`config.mk`:
```
export PLATFORM = sky130hd
export DESIGN_NAME = result_stage_flat
export DESIGN_NICKNAME = d
export VERILOG_FILES = /design/src/rtl/valu_pkg.sv /design/src/rtl/valu_issue_if.sv /design/src/rtl/result_stage.sv /design/src/flat_wrapper.sv
export SDC_FILE = /design/constraint.sdc
export NUM_CORES = 1
export LEC_CHECK = 0
export BUFFER_PORTS_ARGS = -buffer_cell sky130_fd_sc_hd__buf_2
export CORE_AREA = 2 2 156 158
export DETAILED_ROUTE_END_ITERATION = 12
export DIE_AREA = 0 0 158 160
export PLACE_DENSITY = 0.53
export RECOVER_POWER = 25
export SETUP_SLACK_MARGIN = 0.02
export SYNTH_ARGS = -nofsm -noshare
export SYNTH_HDL_FRONTEND = slang
export SYNTH_SLANG_ARGS = --single-unit
```
`constraint.sdc`:
```
create_clock -name clk -period 1.49 [get_ports clk]
set_input_delay 0.447 -clock clk [delete_from_list [all_inputs] [get_ports clk]]
set_output_delay 0.447 -clock clk [all_outputs]
set_load 0.02 [all_outputs]
```
`src/rtl/valu_pkg.sv`:
```
package valu_pkg;

	// Datapath geometry
	localparam int WORD_BITS = 64;
	localparam int MAX_LANES = 8;
	localparam int LANE_MIN_BITS = WORD_BITS / MAX_LANES;
	localparam int NUM_WIDTHS = 4;

	// Bit 0 is the most significant bit of the word
	typedef logic [0:WORD_BITS-1] word_t;

	// Narrowest lane, also the carry-chain granule of the adder
	typedef logic [LANE_MIN_BITS-1:0] lane8_t;

	typedef enum logic [5:0] {
		R_ALU     = 6'b101010,
		LOAD      = 6'b100000,
		STORE     = 6'b100001,
		BRANCH_EZ = 6'b100010,
		BRANCH_NZ = 6'b100011,
		NOP       = 6'b111100
	} valu_opcode_e;

	typedef enum logic [5:0] {
		VNOP   = 6'b000000,
		VAND   = 6'b000001,
		VOR    = 6'b000010,
		VXOR   = 6'b000011,
		VNOT   = 6'b000100,
		VMOV   = 6'b000101,
		VADD   = 6'b000110,
		VSUB   = 6'b000111,
		VMULEU = 6'b001000,
		VMULOU = 6'b001001,
		VSLL   = 6'b001010,
		VSRL   = 6'b001011,
		VSRA   = 6'b001100,
		VRTTH  = 6'b001101
	} valu_func_e;

	typedef enum logic [1:0] {
		W8  = 2'b00,
		W16 = 2'b01,
		W32 = 2'b10,
		W64 = 2'b11
	} lane_width_e;

	// Lane size in bits for width index 0..3
	function automatic int lane_bits(int wi);
		return LANE_MIN_BITS << wi;
	endfunction

	// Shift amount field size for width index 0..3
	function automatic int lane_shamt_bits(int wi);
		return $clog2(lane_bits(wi));
	endfunction

endpackage

```
`src/rtl/valu_issue_if.sv`:
```
`timescale 1ns/1ps

interface valu_issue_if;
	import valu_pkg::*;

	// Qualifies one decoded instruction per cycle
	logic valid;
	valu_func_e func;
	lane_width_e width;
	word_t opa;
	word_t opb;

	modport source (
		output valid, func, width, opa, opb
	);

	// Lane units read everything but valid
	modport sink (
		input valid, func, width, opa, opb
	);

endinterface

```
`src/rtl/result_stage.sv`:
```
`timescale 1ns/1ps

module result_stage (
	input logic clk,
	input logic rst,
	valu_issue_if.sink issue,
	input valu_pkg::word_t alu_result,
	input valu_pkg::word_t shift_result,
	input valu_pkg::word_t mul_result,
	output logic out_valid,
	output valu_pkg::word_t out_result
);
	import valu_pkg::*;

	word_t sel_result;

	// Pick the unit by function group
	always_comb begin
		case (issue.func)
			VSLL, VSRL, VSRA, VRTTH: sel_result = shift_result;
			VMULEU, VMULOU: sel_result = mul_result;
			default: sel_result = alu_result;
		endcase
	end

	always_ff @(posedge clk) begin
		if (rst) begin
			out_valid <= 1'b0;
		end else begin
			out_valid <= issue.valid;
		end
	end

	// Result holds between valid items
	always_ff @(posedge clk) begin
		if (rst) begin
			out_result <= '0;
		end else if (issue.valid) begin
			out_result <= sel_result;
		end
	end

	a_valid_known: assert property (@(posedge clk) disable iff (rst) !$isunknown(out_valid))
		else $error("out_valid is unknown");

endmodule

```
`src/flat_wrapper.sv`:
```
// flat-port wrapper written by rule: the top's interface ports become plain ports
module result_stage_flat import valu_pkg::*;
  (clk, rst, alu_result, shift_result, mul_result, out_valid, out_result, issue_valid, issue_func, issue_width, issue_opa, issue_opb);
  valu_issue_if issue_i ();
  input logic clk;
  input logic rst;
  input valu_pkg::word_t alu_result;
  input valu_pkg::word_t shift_result;
  input valu_pkg::word_t mul_result;
  output logic out_valid;
  output valu_pkg::word_t out_result;
  input wire logic [$bits(issue_i.valid)-1:0] issue_valid;
  input wire logic [$bits(issue_i.func)-1:0] issue_func;
  input wire logic [$bits(issue_i.width)-1:0] issue_width;
  input wire logic [$bits(issue_i.opa)-1:0] issue_opa;
  input wire logic [$bits(issue_i.opb)-1:0] issue_opb;
  assign issue_i.valid = issue_valid;
  assign issue_i.func = issue_func;
  assign issue_i.width = issue_width;
  assign issue_i.opa = issue_opa;
  assign issue_i.opb = issue_opb;
  result_stage u_core (.clk(clk), .rst(rst), .issue(issue_i), .alu_result(alu_result), .shift_result(shift_result), .mul_result(mul_result), .out_valid(out_valid), .out_result(out_result));
endmodule
```
* Yosys cells after proc, flatten, opt, wreduce, memory -nomap -nowiden *
Cells that the tools add are included.

cells by class
  equal/unequal tests = 6
  muxes and demuxes = 1
  reductions and logical operators = 2

operators by type and width
  kind                                                 number
  case mux 64 bit (2 select lines)                     1
  equality test 6 x 4 -> 1 bit, second input constant  6
  OR reduction 4 bit                                   1
  OR reduction 2 bit                                   1

storage, ports and cells
  flip-flop bits (word level) = 65
  input port bits = 331
  output and inout port bits = 65
  word-level logic and storage cells = 11

* Depth between registers and ports, before layout *
  depth in word-level cells = 3
  mapped depth = 6
  mapped depth without buffers = 4

* Least setup slack after synthesis *
No wires, ideal clock.

  kind = input -> register
  from = input issue_func[5]
  to = register u_core.out_result[58]
  arrival = 1.368 ns
  required time = 1.366 ns
  slack = -0.002 ns
  stages = 6
  cell sequence = nor3b_2 buf_2 nand2_4 buf_6 a221oi_2 o21ai_2

on the way
  cells in the longest elaborated chain, start to end = 3
  elaborated cells on any way between the ends = 9

ends and longest elaborated chain
  what                                                      RTL line            RTL
  start, declared                                           flat_wrapper.sv:13  input wire logic [$bits(issue_i.func)-1:0] issue_func;
  equality test 6 x 4 -> 1 bit                              result_stage.sv:19  case (issue.func)
  OR reduction 4 bit or OR reduction 2 bit (tied branches)  result_stage.sv:19
  case mux 64 bit (2 select lines) (*)                      result_stage.sv:19
  end signal, assigned                                      result_stage.sv:39  out_result <= sel_result;
  end, declared                                             result_stage.sv:11  output valu_pkg::word_t out_result

Mark *: on every way between the ends. The rest lies on a longest branch, timed or not.
A chain may end at the register's enable or synchronous reset.

* Final worst setup path *
  from = input issue_func[5]
  to = register u_core.out_result[57]

Same word-level chain as after synthesis.

==> results_dict.tcl <==
set metrics [dict create \
    synth.distinct_cells 19 \
    ios 396 \
    period_needed_ns 1.43 \
    routed_wl_um 15300 \
    cts_tree "yes" \
    critPathMaxFanout 23 \
    clk_pin_slew_worst_paths_ns 0.06 \
    rows 57 \
    portBuffers 264 \
    peakVddDrop_mv 0.371 \
    crit_type "primary input to register" \
    dr.pass1.iters 4 \
    syn_nets 699 \
    clock_skew_ns 0 \
    clk-insertion-delay-late_ns 0.34 \
    cts_max_path_buffers 2 \
    arrival_ns 1.69 \
    grt_use_total_pct 11.7 \
    postCtsSetupRepairBufs 0 \
    drv_cap 0 \
    post_drt_wl_per_cell_um 15.9 \
    area_growth_pct 61.2 \
    dpl.hpwl_um 12100 \
    gp_congestion 0.707 \
    syn-mean-instance-area_um2 9.59 \
    fmax_ghz 0.699 \
    nNetsFinal 962 \
    status "finished, final reports clean" \
    synth_area_mm2 0.00353 \
    hold_class "primary input to register" \
    ys_seq_area_share_pct 36.9 \
    grt_overflow 0 \
    vias 3923 \
    grt_antenna_before_repair 7 \
    period_share_pct 96.0 \
    p_total_mw 5.30 \
    syn-instance-count 368 \
    leakagePower_nw 2.64 \
    grt_pass1_vias 3783 \
    worst_hold_slack_ns 0.360 \
    core_area_mm2 0.0238 \
    rsz0062_at_grt "yes" \
    die_area_mm2 0.0253 \
    die_y_um 160 \
    power_density_mw_per_mm2 932 \
    floorplan.initialDensity_pct 14.8 \
    finalHoldViolCount 0 \
    slew_violations 0 \
    yosysWarnings 0 \
    cts-root-buf "clkbuf_16" \
    die_x_um 158 \
    drc_errors 0 \
    required_ns 1.75 \
    critPathLaunchType "primary input" \
    via_per_inst 4.08 \
    numCtsBuffers 9 \
    drive_above_1_share_pct 53.8 \
    cp-end-kind "register" \
    finalSetupViolCount 0 \
    ctsHoldBuffers 0 \
    grt_max_degree 56 \
    grt_pass1_wl_um 21900 \
    ys_seq_elements 65 \
    first_iter_violations 155 \
    ant_nets 0 \
    clock_sinks 65 \
    slew_headroom_pct 66.0 \
    cts.htree.levels 3 \
    timing_worst_slew_pin_value_ns 0.510 \
    final_core_util_pct 23.9 \
]
-- worst max-delay path, cell delays in order --
cell	delay, ns
buf_2	0.12
buf_4	0.13
nor4_4	0.33
buf_4	0.20
buf_12	0.19
a221oi_1	0.11
o21ai_0	0.14
-- registers in the layout (all words and copies together) (netlist names) --
register / count
u_core.out_result: 64
u_core.out_valid: 1
-- layout by cell type (no fill, tap or decap), types with 3 or more instances in the layout --
| master | netlist | layout |
|---|---|---|
| buf_2 | 1 | 233 |
| nand2_1 | 65 | 65 |
| dfxtp_1 | 65 | 65 |
| and3_1 | 64 | 64 |
| a221oi_2 | 60 | 60 |
| o21ai_1 | 59 | 59 |
| clkbuf_1 | 25 | 31 |
| buf_12 | 0 | 13 |
| buf_4 | 0 | 13 |
| clkbuf_16 | 0 | 9 |
| a221oi_1 | 4 | 4 |
| o21ai_0 | 4 | 4 |
| clkbuf_8 | 0 | 3 |
-- what timing repair did --
item	CTS	global route
hold endpoints to repair	0	0
setup endpoints to repair	0	1
gates resized for setup	0	0
-- final cells by class --
cell class / instances / area, um^2
fillers: 2668 / 18100
diodes: 2 / 5.00
multi-input cells: 264 / 2010
inverters: 1 / 3.75
clock buffers: 12 / 267
repair buffers: 290 / 1640
flip-flops and latches: 65 / 1300
clock inverters: 4 / 50.0
well taps: 324 / 405
-- per-stage QoR --
step                setup TNS, ns  setup slack [ns]  area [um^2]  cells
floorplan                       0            0.0119         3530    368
global placement           -14.19            -0.270         5410    944
detailed placement         -15.51            -0.290         5410    944
CTS                             0            0.0747         5720    960
global route                    0            0.0181         5680    960
finish                          0            0.0601         5690    962
-- routing by layer --
layer / track usage, % / share of wire [%] / vias to the layer above
li1: - / - / 1924
met1: 14.2 / 44 / 1772
met2: 18.8 / 44 / 201
met3: 4.80 / 11 / 18
met4: 3.44 / 1.1 / 8
met5: 0 / 0.36 / -
-- cells by family after synthesis --
group,synth area share [%]
buffers and inverters,6.74
AOI/OAI and AO/OA,35.7
DFF,36.9
xor gates and xnor gates,0.461
and+or+nand+nor,20.2
-- where the power goes --
part | internal, mW | switching, mW | total [mW] | leakage, nW
clock network | 1.43 | 0.844 | 2.27 | 0.151
logic | 0.509 | 0.608 | 1.12 | 1.96
registers | 1.85 | 0.0531 | 1.91 | 0.536
-- Yosys cell counts --
cell / instances / area (um^2)
a221oi_1: 4 / 35.0
a221oi_2: 60 / 901
and3_1: 64 / 400
buf_2: 1 / 5.00
buf_6: 12 / 135
clkbuf_1: 25 / 93.8
dfxtp_1: 65 / 1300
inv_1: 1 / 3.75
nand2_1: 65 / 244
nand2_4: 1 / 11.3
nand2b_1: 1 / 6.26
nand2b_4: 1 / 13.8
nor2_1: 1 / 3.75
nor3b_2: 1 / 12.5
nor4_4: 1 / 21.3
o21ai_0: 4 / 20.0
o21ai_1: 59 / 295
o21ai_2: 1 / 8.76
xor2_2: 1 / 16.3
-- worst paths after layout --
path	from	cells past startpoint	end	slack, ns
setup reg to reg	u_core.out_result[9]	2	u_core.out_result[9]	0.93
hold reg to reg	u_core.out_result[14]	2	u_core.out_result[14]	0.44
hold / removal	mul_result[58]	3	u_core.out_result[58]	0.36
setup / recovery	issue_func[5]	7	u_core.out_result[57]	0.06
Note: power is estimated with default switching activity, not from simulation.
