<file path="config.mk">
export PLATFORM = sky130hd
export DESIGN_NAME = lane_multiplier_flat
export DESIGN_NICKNAME = d
export VERILOG_FILES = /design/src/rtl/valu_pkg.sv /design/src/rtl/valu_issue_if.sv /design/src/rtl/lane_multiplier.sv /design/src/flat_wrapper.sv
export SDC_FILE = /design/constraint.sdc
export NUM_CORES = 2
export LEC_CHECK = 0
export CAP_MARGIN = 20
export CORE_MARGIN = 10
export CORE_UTILIZATION = 30
export DETAILED_ROUTE_END_ITERATION = 16
export DONT_BUFFER_PORTS = 1
export PLACE_DENSITY_LB_ADDON = 0.08
export SETUP_SLACK_MARGIN = 0.02
export SYNTH_ARGS = -nofsm -noshare
export SYNTH_HDL_FRONTEND = slang
export SYNTH_SLANG_ARGS = --single-unit
</file>
<file path="constraint.sdc">
create_clock -name vclk -period 19.5
set_clock_uncertainty 0.2 [all_clocks]
set_input_delay 0.975 -clock vclk [all_inputs]
set_output_delay 0.975 -clock vclk [all_outputs]
set_load 0.01 [all_outputs]
</file>
<file path="src/rtl/valu_pkg.sv">
package valu_pkg;

	// Datapath geometry
	localparam int WORD_BITS = 64;
	localparam int MAX_LANES = 8;
	localparam int LANE_MIN_BITS = WORD_BITS / MAX_LANES;
	localparam int NUM_WIDTHS = 4;

	// Bit 0 is the most significant bit of the word
	typedef logic [0:WORD_BITS-1] word_t;

	// Narrowest lane, also the carry-chain granule of the adder
	typedef logic [LANE_MIN_BITS-1:0] lane8_t;

	typedef enum logic [5:0] {
		R_ALU     = 6'b101010,
		LOAD      = 6'b100000,
		STORE     = 6'b100001,
		BRANCH_EZ = 6'b100010,
		BRANCH_NZ = 6'b100011,
		NOP       = 6'b111100
	} valu_opcode_e;

	typedef enum logic [5:0] {
		VNOP   = 6'b000000,
		VAND   = 6'b000001,
		VOR    = 6'b000010,
		VXOR   = 6'b000011,
		VNOT   = 6'b000100,
		VMOV   = 6'b000101,
		VADD   = 6'b000110,
		VSUB   = 6'b000111,
		VMULEU = 6'b001000,
		VMULOU = 6'b001001,
		VSLL   = 6'b001010,
		VSRL   = 6'b001011,
		VSRA   = 6'b001100,
		VRTTH  = 6'b001101
	} valu_func_e;

	typedef enum logic [1:0] {
		W8  = 2'b00,
		W16 = 2'b01,
		W32 = 2'b10,
		W64 = 2'b11
	} lane_width_e;

	// Lane size in bits for width index 0..3
	function automatic int lane_bits(int wi);
		return LANE_MIN_BITS << wi;
	endfunction

	// Shift amount field size for width index 0..3
	function automatic int lane_shamt_bits(int wi);
		return $clog2(lane_bits(wi));
	endfunction

endpackage

</file>
<file path="src/rtl/valu_issue_if.sv">
`timescale 1ns/1ps

interface valu_issue_if;
	import valu_pkg::*;

	// Qualifies one decoded instruction per cycle
	logic valid;
	valu_func_e func;
	lane_width_e width;
	word_t opa;
	word_t opb;

	modport source (
		output valid, func, width, opa, opb
	);

	// Lane units read everything but valid
	modport sink (
		input valid, func, width, opa, opb
	);

endinterface

</file>
<file path="src/rtl/lane_multiplier.sv">
`timescale 1ns/1ps

module lane_multiplier (
	valu_issue_if.sink issue,
	output valu_pkg::word_t mul_result
);
	import valu_pkg::*;

	logic is_odd;
	// Widths 8, 16 and 32 only
	word_t mul_w [NUM_WIDTHS-1];

	assign is_odd = (issue.func == VMULOU);

	for (genvar gw = 0; gw < NUM_WIDTHS - 1; gw++) begin : g_width
		// Each pair of source lanes yields one double-width product lane
		for (genvar gp = 0; gp < (MAX_LANES >> (gw + 1)); gp++) begin : g_pair
			logic [lane_bits(gw)-1:0] a_sel;
			logic [lane_bits(gw)-1:0] b_sel;

			// Even is the first lane of the pair, odd the second
			assign a_sel = is_odd
				? issue.opa[gp*2*lane_bits(gw) + lane_bits(gw) +: lane_bits(gw)]
				: issue.opa[gp*2*lane_bits(gw) +: lane_bits(gw)];
			assign b_sel = is_odd
				? issue.opb[gp*2*lane_bits(gw) + lane_bits(gw) +: lane_bits(gw)]
				: issue.opb[gp*2*lane_bits(gw) +: lane_bits(gw)];

			assign mul_w[gw][gp*2*lane_bits(gw) +: 2*lane_bits(gw)] = a_sel * b_sel;
		end
	end

	always_comb begin
		case (issue.width)
			W8: mul_result = mul_w[0];
			W16: mul_result = mul_w[1];
			W32: mul_result = mul_w[2];
			// Never valid here, filtered at capture
			default: mul_result = '0;
		endcase
	end

endmodule

</file>
<file path="src/flat_wrapper.sv">
// flat-port wrapper written by rule: the top's interface ports become plain ports
module lane_multiplier_flat import valu_pkg::*;
  (mul_result, issue_valid, issue_func, issue_width, issue_opa, issue_opb);
  valu_issue_if issue_i ();
  output valu_pkg::word_t mul_result;
  input wire logic [$bits(issue_i.valid)-1:0] issue_valid;
  input wire logic [$bits(issue_i.func)-1:0] issue_func;
  input wire logic [$bits(issue_i.width)-1:0] issue_width;
  input wire logic [$bits(issue_i.opa)-1:0] issue_opa;
  input wire logic [$bits(issue_i.opb)-1:0] issue_opb;
  assign issue_i.valid = issue_valid;
  assign issue_i.func = issue_func;
  assign issue_i.width = issue_width;
  assign issue_i.opa = issue_opa;
  assign issue_i.opb = issue_opb;
  lane_multiplier u_core (.issue(issue_i), .mul_result(mul_result));
endmodule
</file>
# [Yosys cells after proc, flatten, opt, wreduce, memory -nomap -nowiden]
# Index checks and enable logic that the tools add are counted.
[totals] out_inout_bits=64 word_cells=26 reg_bits=0
[classes] multipliers=7 eq_ne=3 reduce_logical=1 mux=15
[ops] cell="64-bit one-hot mux with 3 select lines" n=1
[ops] cell="16-bit by 16-bit multiplier with 32-bit output" n=2
[ops] cell="32-bit by 32-bit multiplier with 64-bit output" n=1
[ops] cell="8-bit by 8-bit multiplier with 16-bit output" n=4
[ops] cell="16-bit 2-to-1 mux" n=4
[ops] cell="32-bit 2-to-1 mux" n=2
[ops] cell="8-bit 2-to-1 mux" n=8
[ops] cell="6-bit by 4-bit == test with 1-bit output (second input constant)" n=1
[ops] cell="2-bit by 1-bit == test with 1-bit output (second input constant)" n=1
[ops] cell="2-bit == test (second input constant)" n=1
[ops] cell="2-bit zero test" n=1

# [Longest topological paths before layout]
[logic_depth] ltp_word=4 ltp_mapped=35 ltp_nobuf=30

# [Least setup slack after synthesis]
# OpenSTA, ideal clock, no wires.
[synth_timing] path_type="input-to-output" startpoint="input port issue_func[5]" endpoint="output port mul_result[58]" arrival_ps=9459 path_slack_ps=8866 stages=33 path_cell_list="nor4b_1 -> and3b_1 -> clkbuf_1 -> buf_2 -> clkbuf_1 -> clkbuf_1 -> nand2_1 -> nand2_1 -> clkbuf_1 -> nand2_1 -> fa_1 -> fa_1 -> fa_1 -> fa_1 -> inv_1 -> fa_1 -> fa_1 -> fa_1 -> inv_1 -> fa_1 -> inv_1 -> ha_1 -> clkbuf_1 -> a2111oi_0 -> o21a_1 -> o21ai_0 -> a21oi_1 -> o21ai_0 -> a311o_1 -> a21oi_2 -> o21ai_0 -> mux2i_1 -> a221o_1"
[synth_between] elab_chain_cells=4
[synth_rtl] item="from (decl)" line="flat_wrapper.sv:7" rtl="input wire logic [$bits(issue_i.func)-1:0] issue_func;"
[synth_rtl] item="6-bit by 4-bit == test with 1-bit output *" line="lane_multiplier.sv:13" rtl="assign is_odd = (issue.func == VMULOU);"
[synth_rtl] item="32-bit 2-to-1 mux (tied with other cells)" line="lane_multiplier.sv:23" rtl="? issue.opa[gp*2*lane_bits(gw) + lane_bits(gw) +: lane_bits(gw)]"
[synth_rtl] item="32-bit by 32-bit multiplier with 64-bit output (tied with other cells)" line="lane_multiplier.sv:29" rtl="assign mul_w[gw][gp*2*lane_bits(gw) +: 2*lane_bits(gw)] = a_sel * b_sel;"
[synth_rtl] item="64-bit one-hot mux with 3 select lines *" line="lane_multiplier.sv:34" rtl="case (issue.width)"
[synth_rtl] item="to (decl)" line="flat_wrapper.sv:5" rtl="output valu_pkg::word_t mul_result;"
# Mark *: on every way between the ends. The rest lies on a longest branch, timed or not.

# [Final worst setup path]
[layout_timing] startpoint="input port issue_func[5]" endpoint="output port mul_result[36]"
# Same word-level chain as after synthesis.

==> results.py <==
metrics = {
    "run_status": {
        "status": "completed",
    },
    "sta": {
        "timing.fmax_ghz": 0.07269,
        "period_needed_ps": 13760,
        "setup_tns_ps": 0,
        "fin_crit_sh_pct": 70.55,
        "worst_slack_ps": 5743,
        "setup_viol": 0,
        "rsz0062_at_grt": "no",
        "report.final.slew_viol_count": 0,
        "tightest_slew_ps": 1286,
        "hold_viol": 0,
        "relSlewSlack_pct": 13.88,
    },
    "drt": {
        "first_pass_iters": 6,
        "vias_per_cell": 5.053,
        "routed_wl_microns": 276700,
        "num_vias": 50190,
        "drt.antenna.violating_nets": 0,
        "route.detailed.drc": 0,
        "dr.first_iter.drc_count": 4138,
        "routedWlPerCell_microns": 27.86,
    },
    "floorplanning": {
        "die_w_microns": 465.7,
        "ios": 201,
        "rows": 163,
        "start_util_pct": 30.18,
        "die_area_sq_um": 216900,
        "die_h_microns": 465.7,
        "fp.coreArea_sq_um": 197400,
    },
    "grt": {
        "track_usage_pct": 25.26,
        "grt_pass1_wl_microns": 397300,
        "grt_pass1_vias": 53030,
        "antenna_found_initial": 35,
        "globalRoute.totalOverflow": 0,
        "grt_start_max_net_pins": 144,
    },
    "hold_path": {
        "hold_depth": 1,
        "min-delay-start": "issue_width[1]",
        "min_path_type": "in -> out",
        "holdPathEnd": "mul_result[48]",
    },
    "setup_path": {
        "cp.required_ps": 18330,
        "crit_fanout": 143,
        "end_kind": "primary output",
        "crit_path_frequent_cell": "fa_1",
        "critPathLaunchType": "primary input",
        "slowest_stage": "a31oi_1",
        "worstPathArrival_ps": 12580,
        "path_class": "in -> out",
        "max_stage_delay_ps": 920,
    },
    "logic_synthesis": {
        "syn-mean-instance-area_sq_um": 8.045,
        "syn-cell-area_sq_um": 59590,
        "ys_types": 72,
        "ys_top_cells_by_area": "fa_1 (48%), ha_1 (13%), inv_1 (9.8%)",
        "synth_top_area_cell": "fa_1",
        "seq_area_frac_synth_pct": 0,
        "synthCells": 7407,
        "syn-num-nets": 9587,
        "synth_warnings": 0,
        "synth_top_area_share_pct": 47.97,
    },
    "run": {
        "maxCapViolCount": 0,
    },
    "finish": {
        "flow.area_growth_from_synthesis_pct": 6.076,
        "fillerInstances": 21500,
        "design.seq.count": 0,
        "regArea_sq_um": 0,
        "final_cell_mix": "inv_1 (1550), fa_1 (1428), nand2_1 (1415)",
        "layout_commonest_cell": "inv_1",
        "final_layout_size_suffix_gt1_share_pct": 2.994,
        "final_cells": 9932,
        "clock_buffers": 0,
        "nets": 9429,
        "multiInputGateArea_sq_um": 52880,
    },
    "placed_design": {
        "hpwl_microns": 228300,
        "routabilityCongestion": 0.9362,
        "portBuffers": 0,
        "pre_cts_ws_ps": 6070,
        "placedCellCount": 9886,
    },
    "clocking": {
        "post_cts_buffers": 0,
        "post_cts_resized": 0,
        "holdBufCountCts": 0,
    },
}
## cells in the mapped netlist (all sizes together), types with 3 or more instances
library cell and instances:
fa 1428, or2 10, and3b 3, nand2b 23, o21bai 30, a221o 3, a21o 63, nor4 5
o41ai 4, xor2 41, and2 89, nor3 34, inv 1551, o21a 18, a221oi 4, mux2i 15
o21ai 109, a2111oi 5, a22oi 14, o31a 5, xnor2 105, clkbuf 281, nand2 1420, a211o 10
o211ai 13, or3 11, nor2 926, nand4 23, a21oi 349, and3 21, o22ai 20, a31o 3
a41oi 3, o221ai 4, a211oi 19, a31oi 23, o2111ai 3, a21boi 4, nand3 35, nor2b 12
buf 21, o31ai 8, ha 615
## worst max path at each step
stage / start / to / slack [ps]
floorplan: issue_func[5] / mul_result[58] / 8870
global placement: issue_func[5] / mul_result[36] / 6130
detailed placement: issue_func[5] / mul_result[36] / 6070
CTS: issue_func[5] / mul_result[36] / 6040
global route: issue_func[5] / mul_result[48] / 5600
finish: issue_func[5] / mul_result[36] / 5740
## worst max-delay path: cells and delay by family
family | cells | cell delay (ps)
XOR/XNOR | 1 | 740
buffers and inverters | 5 | 1120
AO/OA/AOI/OAI | 8 | 2690
adder cells (fa/ha/maj) | 9 | 4470
multiplexers | 1 | 320
AND/OR/NAND/NOR | 5 | 2000
## through the flow
step                      utilization [%]  area, sq um  hold WS [ps]
after floorplan                         -        59590          2110
after global placement              31.94        63060          1884
after detailed placement            31.96        63090          1884
after CTS                           31.96        63090          1884
after global routing                32.01        63200          1882
final                               32.02        63210          1871
## metal layers
metal / GRT usage (%) / vias up / part of all wire [%]
li1: - / 21910 / -
met2: 39.49 / 1648 / 45
met5: 0 / - / 0.034
met1: 34.72 / 26270 / 44
met3: 4.300 / 344 / 6.6
met4: 9.950 / 14 / 4.7
## cells by family (layout without fill, tap and decap cells)
group,Yosys count,count (layout),synth area share (%)
fa+ha+maj,2043,2043,60.89
xor+xnor,146,146,2.146
compound gates,728,728,7.456
mux,16,16,0.2708
other cells,0,45,0
buf+inv,1853,1693,11.67
simple gates,2621,2621,17.57
## layout make-up
type	instances	share of cell area, %
multi-input combinational	5554	83.66
inverter	1551	9.210
tap	2640	5.226
timing repair buffer	142	1.726
antenna	45	0.1781
