===== src/rtl/valu_pkg.sv =====
package valu_pkg;

	// Datapath geometry
	localparam int WORD_BITS = 64;
	localparam int MAX_LANES = 8;
	localparam int LANE_MIN_BITS = WORD_BITS / MAX_LANES;
	localparam int NUM_WIDTHS = 4;

	// Bit 0 is the most significant bit of the word
	typedef logic [0:WORD_BITS-1] word_t;

	// Narrowest lane, also the carry-chain granule of the adder
	typedef logic [LANE_MIN_BITS-1:0] lane8_t;

	typedef enum logic [5:0] {
		R_ALU     = 6'b101010,
		LOAD      = 6'b100000,
		STORE     = 6'b100001,
		BRANCH_EZ = 6'b100010,
		BRANCH_NZ = 6'b100011,
		NOP       = 6'b111100
	} valu_opcode_e;

	typedef enum logic [5:0] {
		VNOP   = 6'b000000,
		VAND   = 6'b000001,
		VOR    = 6'b000010,
		VXOR   = 6'b000011,
		VNOT   = 6'b000100,
		VMOV   = 6'b000101,
		VADD   = 6'b000110,
		VSUB   = 6'b000111,
		VMULEU = 6'b001000,
		VMULOU = 6'b001001,
		VSLL   = 6'b001010,
		VSRL   = 6'b001011,
		VSRA   = 6'b001100,
		VRTTH  = 6'b001101
	} valu_func_e;

	typedef enum logic [1:0] {
		W8  = 2'b00,
		W16 = 2'b01,
		W32 = 2'b10,
		W64 = 2'b11
	} lane_width_e;

	// Lane size in bits for width index 0..3
	function automatic int lane_bits(int wi);
		return LANE_MIN_BITS << wi;
	endfunction

	// Shift amount field size for width index 0..3
	function automatic int lane_shamt_bits(int wi);
		return $clog2(lane_bits(wi));
	endfunction

endpackage


===== src/rtl/valu_issue_if.sv =====
`timescale 1ns/1ps

interface valu_issue_if;
	import valu_pkg::*;

	// Qualifies one decoded instruction per cycle
	logic valid;
	valu_func_e func;
	lane_width_e width;
	word_t opa;
	word_t opb;

	modport source (
		output valid, func, width, opa, opb
	);

	// Lane units read everything but valid
	modport sink (
		input valid, func, width, opa, opb
	);

endinterface


===== src/rtl/lane_alu.sv =====
`timescale 1ns/1ps

module lane_alu (
	valu_issue_if.sink issue,
	output valu_pkg::word_t alu_result
);
	import valu_pkg::*;

	logic is_sub;
	word_t addsub;
	logic carry_out [MAX_LANES];

	assign is_sub = (issue.func == VSUB);

	// One adder per 8-bit granule with the carry cut at every lane boundary
	for (genvar gl = 0; gl < MAX_LANES; gl++) begin : g_lane
		lane8_t a_chunk;
		lane8_t b_eff;
		lane8_t sum_chunk;
		logic carry_in;

		assign a_chunk = issue.opa[gl*LANE_MIN_BITS +: LANE_MIN_BITS];
		assign b_eff = is_sub ? ~issue.opb[gl*LANE_MIN_BITS +: LANE_MIN_BITS]
			: issue.opb[gl*LANE_MIN_BITS +: LANE_MIN_BITS];
		// Subtract injects the +1 of the two's complement at each lane end
		if (gl == MAX_LANES - 1) begin : g_word_end
			// Last granule of the word ends a lane at every width
			assign carry_in = is_sub;
		end else begin : g_inner
			logic lane_end;

			// Least significant granule of its lane at the current width
			assign lane_end = (((gl + 1) & ((1 << issue.width) - 1)) == 0);
			assign carry_in = lane_end ? is_sub : carry_out[gl+1];
		end
		assign {carry_out[gl], sum_chunk} = {1'b0, a_chunk} + {1'b0, b_eff} + {8'd0, carry_in};
		assign addsub[gl*LANE_MIN_BITS +: LANE_MIN_BITS] = sum_chunk;
	end

	// Bitwise ops ignore the lane width
	always_comb begin
		case (issue.func)
			VAND: alu_result = issue.opa & issue.opb;
			VOR: alu_result = issue.opa | issue.opb;
			VXOR: alu_result = issue.opa ^ issue.opb;
			VNOT: alu_result = ~issue.opa;
			VMOV: alu_result = issue.opa;
			VADD, VSUB: alu_result = addsub;
			default: alu_result = '0;
		endcase
	end

endmodule


===== src/flat_wrapper.sv =====
// flat-port wrapper written by rule: the top's interface ports become plain ports
module lane_alu_flat import valu_pkg::*;
  (alu_result, issue_valid, issue_func, issue_width, issue_opa, issue_opb);
  valu_issue_if issue_i ();
  output valu_pkg::word_t alu_result;
  input wire logic [$bits(issue_i.valid)-1:0] issue_valid;
  input wire logic [$bits(issue_i.func)-1:0] issue_func;
  input wire logic [$bits(issue_i.width)-1:0] issue_width;
  input wire logic [$bits(issue_i.opa)-1:0] issue_opa;
  input wire logic [$bits(issue_i.opb)-1:0] issue_opb;
  assign issue_i.valid = issue_valid;
  assign issue_i.func = issue_func;
  assign issue_i.width = issue_width;
  assign issue_i.opa = issue_opa;
  assign issue_i.opb = issue_opb;
  lane_alu u_core (.issue(issue_i), .alu_result(alu_result));
endmodule

===== config.mk =====
export PLATFORM = sky130hd
export DESIGN_NAME = lane_alu_flat
export DESIGN_NICKNAME = d
export VERILOG_FILES = /design/src/rtl/valu_pkg.sv /design/src/rtl/valu_issue_if.sv /design/src/rtl/lane_alu.sv /design/src/flat_wrapper.sv
export SDC_FILE = /design/constraint.sdc
export NUM_CORES = 1
export LEC_CHECK = 0
export ABC_AREA = 1
export BUFFER_PORTS_ARGS = -buffer_cell sky130_fd_sc_hd__buf_2
export CAP_MARGIN = 30
export CORE_MARGIN = 10
export CORE_UTILIZATION = 57
export DETAILED_ROUTE_END_ITERATION = 6
export PLACE_DENSITY = 0.86
export SETUP_SLACK_MARGIN = 0.05
export SYNTH_ARGS = -nofsm -noshare
export SYNTH_HDL_FRONTEND = slang
export SYNTH_SLANG_ARGS = --single-unit

===== constraint.sdc =====
create_clock -name vclk -period 17.8
set_input_delay 2.67 -clock vclk [all_inputs]
set_output_delay 2.67 -clock vclk [all_outputs]
set_load 0.01 [all_outputs]

# Word-level counts from Yosys, hierarchy flattened

Index checks and enable logic that the tools add are counted.
W data, S select, Z words.

Register bits: 0

Reduce and logical (&&, ||, !) cells: 8
Multiplexer cells: 16
Bitwise gates (word level): 12
Add/sub/neg operators: 17
Shift-type cells: 1
Equality and inequality tests: 7

Operators with widths:

| operator              | number |
|---|---|
| $pmux W64 S6          | 1 |
| $logic_not A32 Y1     | 7 |
| $and A64 B64 Y64      | 1 |
| $mux W8               | 8 |
| $not A64 Y64          | 1 |
| $not A8 Y8            | 8 |
| $or A64 B64 Y64       | 1 |
| $xor A64 B64 Y64      | 1 |
| $add A8 B8 Y9         | 7 |
| $add A9 B1 Y9         | 7 |
| $eq A6 B3 Y1 const B  | 4 |
| $eq A6 B2 Y1 const B  | 2 |
| $add A8 B1 Y8         | 1 |
| $add A8 B8 Y8         | 1 |
| $mux W1               | 7 |
| $eq A6 B1 Y1 const B  | 1 |
| $shl A1 B2 Y3 const A | 1 |
| $sub A3 B2 Y3 const B | 1 |
| $reduce_or A2 Y1      | 1 |

# Longest topological paths before layout

Depth after elaboration: 19
Depth in mapped cells: 78
Gate-level depth less buffers: 76

# Worst setup path before layout

OpenSTA, ideal clock, no wires.

Kind: input port to output port
Start point: in issue_func[5]
End point: out alu_result[62]
Arrival time: 13663 ps
Stages: 77
Slack: 1467 ps
Cells stage by stage: nor2_4 nand3_2 buf_2 buf_4 xor2_1 fa_1 nand3_1 nand2_1 nand4_1 o2111ai_1 nand2_1 inv_1 fa_1 inv_1 fa_1 inv_1 nand3_1 nand2_1 [41 not listed] nand2_1 nand2_1 nand2_1 nand3_1 nand3b_1 nand2_1 inv_1 fa_1 fa_1 nand3_1 nand2_1 nand2_1 nand2_1 a21oi_1 nor2_1 nor2_1 nand2_1 nand2_1

Longest elaborated chain between the ends: 19
Elaborated cells between the ends (all ways): 40
Classes of those cells: 16 x add/sub; 7 x eq/ne; 16 x mux; 1 x reduce/logical

RTL lines:

| item            | line                           | RTL |
|---|---|---|
| start, declared | flat_wrapper.sv:7              | `input wire logic [$bits(issue_i.func)-1:0] issue_func;` |
| $eq A6 B3 Y1    | lane_alu.sv:13, lane_alu.sv:42 |  |
| $mux W8         | lane_alu.sv:23                 | `assign b_eff = is_sub ? ~issue.opb[gl*LANE_MIN_BITS +: LANE_MIN_BITS]` |
| $add A8 B8 Y9   | lane_alu.sv:36                 | `assign {carry_out[gl], sum_chunk} = {1'b0, a_chunk} + {1'b0, b_eff} + {8'd0, carry_in};` |
| $add A9 B1 Y9   | lane_alu.sv:36                 |  |
| $mux W1         | lane_alu.sv:34                 | `assign carry_in = lane_end ? is_sub : carry_out[gl+1];` |
| $add A9 B1 Y9   | lane_alu.sv:36                 |  |
| $mux W1         | lane_alu.sv:34                 |  |
| $add A9 B1 Y9   | lane_alu.sv:36                 |  |
| [3 not listed]  | n/a                            |  |
| $add A9 B1 Y9   | lane_alu.sv:36                 |  |
| $mux W1         | lane_alu.sv:34                 |  |
| $add A9 B1 Y9   | lane_alu.sv:36                 |  |
| $mux W1         | lane_alu.sv:34                 |  |
| $add A9 B1 Y9   | lane_alu.sv:36                 |  |
| $mux W1         | lane_alu.sv:34                 |  |
| $add A8 B1 Y8   | lane_alu.sv:36                 |  |
| $pmux W64 S6 *  | lane_alu.sv:42                 | `case (issue.func)` |
| end, declared   | flat_wrapper.sv:5              | `output valu_pkg::word_t alu_result;` |

Mark *: on every way between the ends. The rest lies on a longest branch, timed or not.

# Worst setup path after layout

Start point: in issue_func[4]
End point: out alu_result[62]

The elaborated chain is that of the path after synthesis.

==> results_dict.tcl <==
set metrics [dict create \
    ant_nets 0 \
    wire_per_inst_um 15.49 \
    power_density_mw_per_mm2 20.20 \
    num_io_pins 201 \
    synth.most_common_cell "inv_1" \
    die_w_um 134.4 \
    clockBufferCount 0 \
    crit_slowest_cell "fa_1" \
    first_global_vias 7937 \
    fin_crit_sh_pct 94.56 \
    antenna_found_initial 0 \
    synthDominantCellAreaShare_pct 30.68 \
    yosysUniqueCellTypes 39 \
    vias 8275 \
    yosysSeqAreaShare_pct 0 \
    finalMaxSlewViolations 0 \
    power.leakage_nw 4.930 \
    synth.area.top_cells "ha_1 (31%), inv_1 (9.4%), nand2_1 (8.9%)" \
    initial_core_util_pct 58.65 \
    synthSimpleGateAreaFrac_pct 20.79 \
    portBuffers 200 \
    p_comb_share_pct 100.0 \
    multi_input_area_mm2 0.006539 \
    yosys_warnings 0 \
    tightest_slew_ps 815.9 \
    ir_worst_vdd_v 0.00001147 \
    synth_top_family_by_area "adder cells" \
    maxCapViolCount 0 \
    sw_frac_of_total_pct 59.34 \
    crit_path_end_kind "output pin" \
    min_period_ps 16830 \
    grt.total_usage_pct 23.58 \
    ctsHoldBuffers 0 \
    p_switching_mw 0.1029 \
    syn_nets 1456 \
    grt_overflow 0 \
    rsz0062_at_grt "false" \
    crit_type "in2out" \
    vias_per_cell 5.648 \
    final_net_count 1629 \
    drt-total-wl_mm 22.70 \
    fin_tns_setup_ps 0 \
    fillers 1185 \
    status "complete, no violations" \
    clkPwrFrac_pct 0 \
    fmax_mhz 59.41 \
    gp_congestion 0.8972 \
    p_int_mw 0.07048 \
    first_pass_iters 6 \
    drive_above_1_share_pct 19.27 \
    grt_max_degree 62 \
    grt_pass1_wl_mm 37.28 \
    syn_area_mm2 0.007462 \
    seqCellArea_um2 0 \
    instances_no_fill 1465 \
    arrival_ps 14160 \
    postSynthAreaPerCell_um2 6.657 \
    slew_headroom_pct 45.52 \
    rows 41 \
    areaGrowthSynthToFinish_pct 15.02 \
    synth_commonest_cells "inv_1 (186), ha_1 (183), nand2_1 (177)" \
    drt-initial-drc-count 715 \
    synthAdderAreaFrac_pct 34.71 \
    synth_xor_area_share_pct 8.099 \
    synth_cells 1121 \
    hp-class "in2out" \
    drc 0 \
    seq_cells 0 \
    placed_cells 1460 \
    cpMostUsedCell "nand2_1" \
    synthMuxAreaShare_pct 0 \
    fin_hold_ws_ps 5727 \
    synth_compound_area_share_pct 23.39 \
    setup_viol 0 \
    dieArea_mm2 0.01807 \
    critPathBufInv 13 \
    crit_family "adder cells" \
    start_kind "input pin" \
    dieHeight_um 134.4 \
    hold_violations 0 \
    core-area_mm2 0.01272 \
    seqPwrFrac_pct 0 \
    max_stage_delay_ps 440 \
    synth.largest_area_cell "ha_1" \
    finalPower_mw 0.1734 \
    path_max_fanout 7 \
    place_hpwl_mm 17.66 \
    cp.required_ps 15130 \
]
[kinds of logic (layout without fill, tap and decap cells)]
logic type / Yosys count / after routing
simple gates: 342 / 342
compound gates: 277 / 277
buf+inv: 235 / 406
fa+ha+maj: 198 / 198
xor+xnor: 69 / 69
other cells: 0 / 1
[final cells by class]
class / instances / area share (%)
tap: 172 / 2.507
inverter: 192 / 8.397
timing repair buffer: 214 / 12.89
antenna: 1 / 0.02915
multi-input combinational: 886 / 76.18
[repair_timing]
action                     4_1_cts  5_1_grt
setup endpoints to repair        0        8
resized for setup                0       14
setup buffers                    0        4
[power groups by stage]
stage / logic, mW / registers (mW) / clock network [mW]
floorplan: 0.113 / 0 / 0
global placement: 0.163 / 0 / 0
detailed placement: 0.169 / 0 / 0
CTS: 0.171 / 0 / 0
global route: 0.199 / 0 / 0
finish: 0.173 / 0 / 0.00000000753
[through the flow]
step	worst slack, ps	util (%)	cell area [um2]
3_5_place_dp	92.38	66.90	8511
6_report	968.3	67.47	8583
4_1_cts	79.64	66.90	8511
3_3_place_gp	250.3	66.90	8511
5_1_grt	38.59	67.45	8581
2_1_floorplan	1467	-	7462
[final timing paths]
check | to | cells past startpoint | slack (ps) | start
worst max-delay path | alu_result[62] | 78 | 970 | issue_func[4]
worst min-delay path | alu_result[34] | 4 | 5730 | issue_opa[34]
[cells in the final DEF (no fill, tap or decap), types with 6 or more instances in the layout]
master,instances
o2111ai_1,23
fa_2,10
ha_1,183
inv_2,6
o22ai_1,30
or2_2,9
nor2_1,58
a221oi_1,16
o21ai_0,48
buf_2,200
a211oi_1,11
nand3_1,42
a22oi_1,38
a21oi_1,83
xor2_1,63
inv_1,186
nand2_1,177
nand3b_1,23
nand4_1,13
buf_4,14
xnor2_1,6
o21ai_1,10
[layer usage]
| layer | GRT usage (%) | wire, um | vias up |
|---|---|---|---|
| met3 | 3.473 | 1916 | 14 |
| met5 | 0 | 0 | - |
| li1 | - | - | 4180 |
| met4 | 2.600 | 148 | 0 |
| met2 | 41.18 | 10700 | 313 |
| met1 | 30.61 | 9929 | 3768 |
No activity file was read; power rests on OpenSTA's default activity.
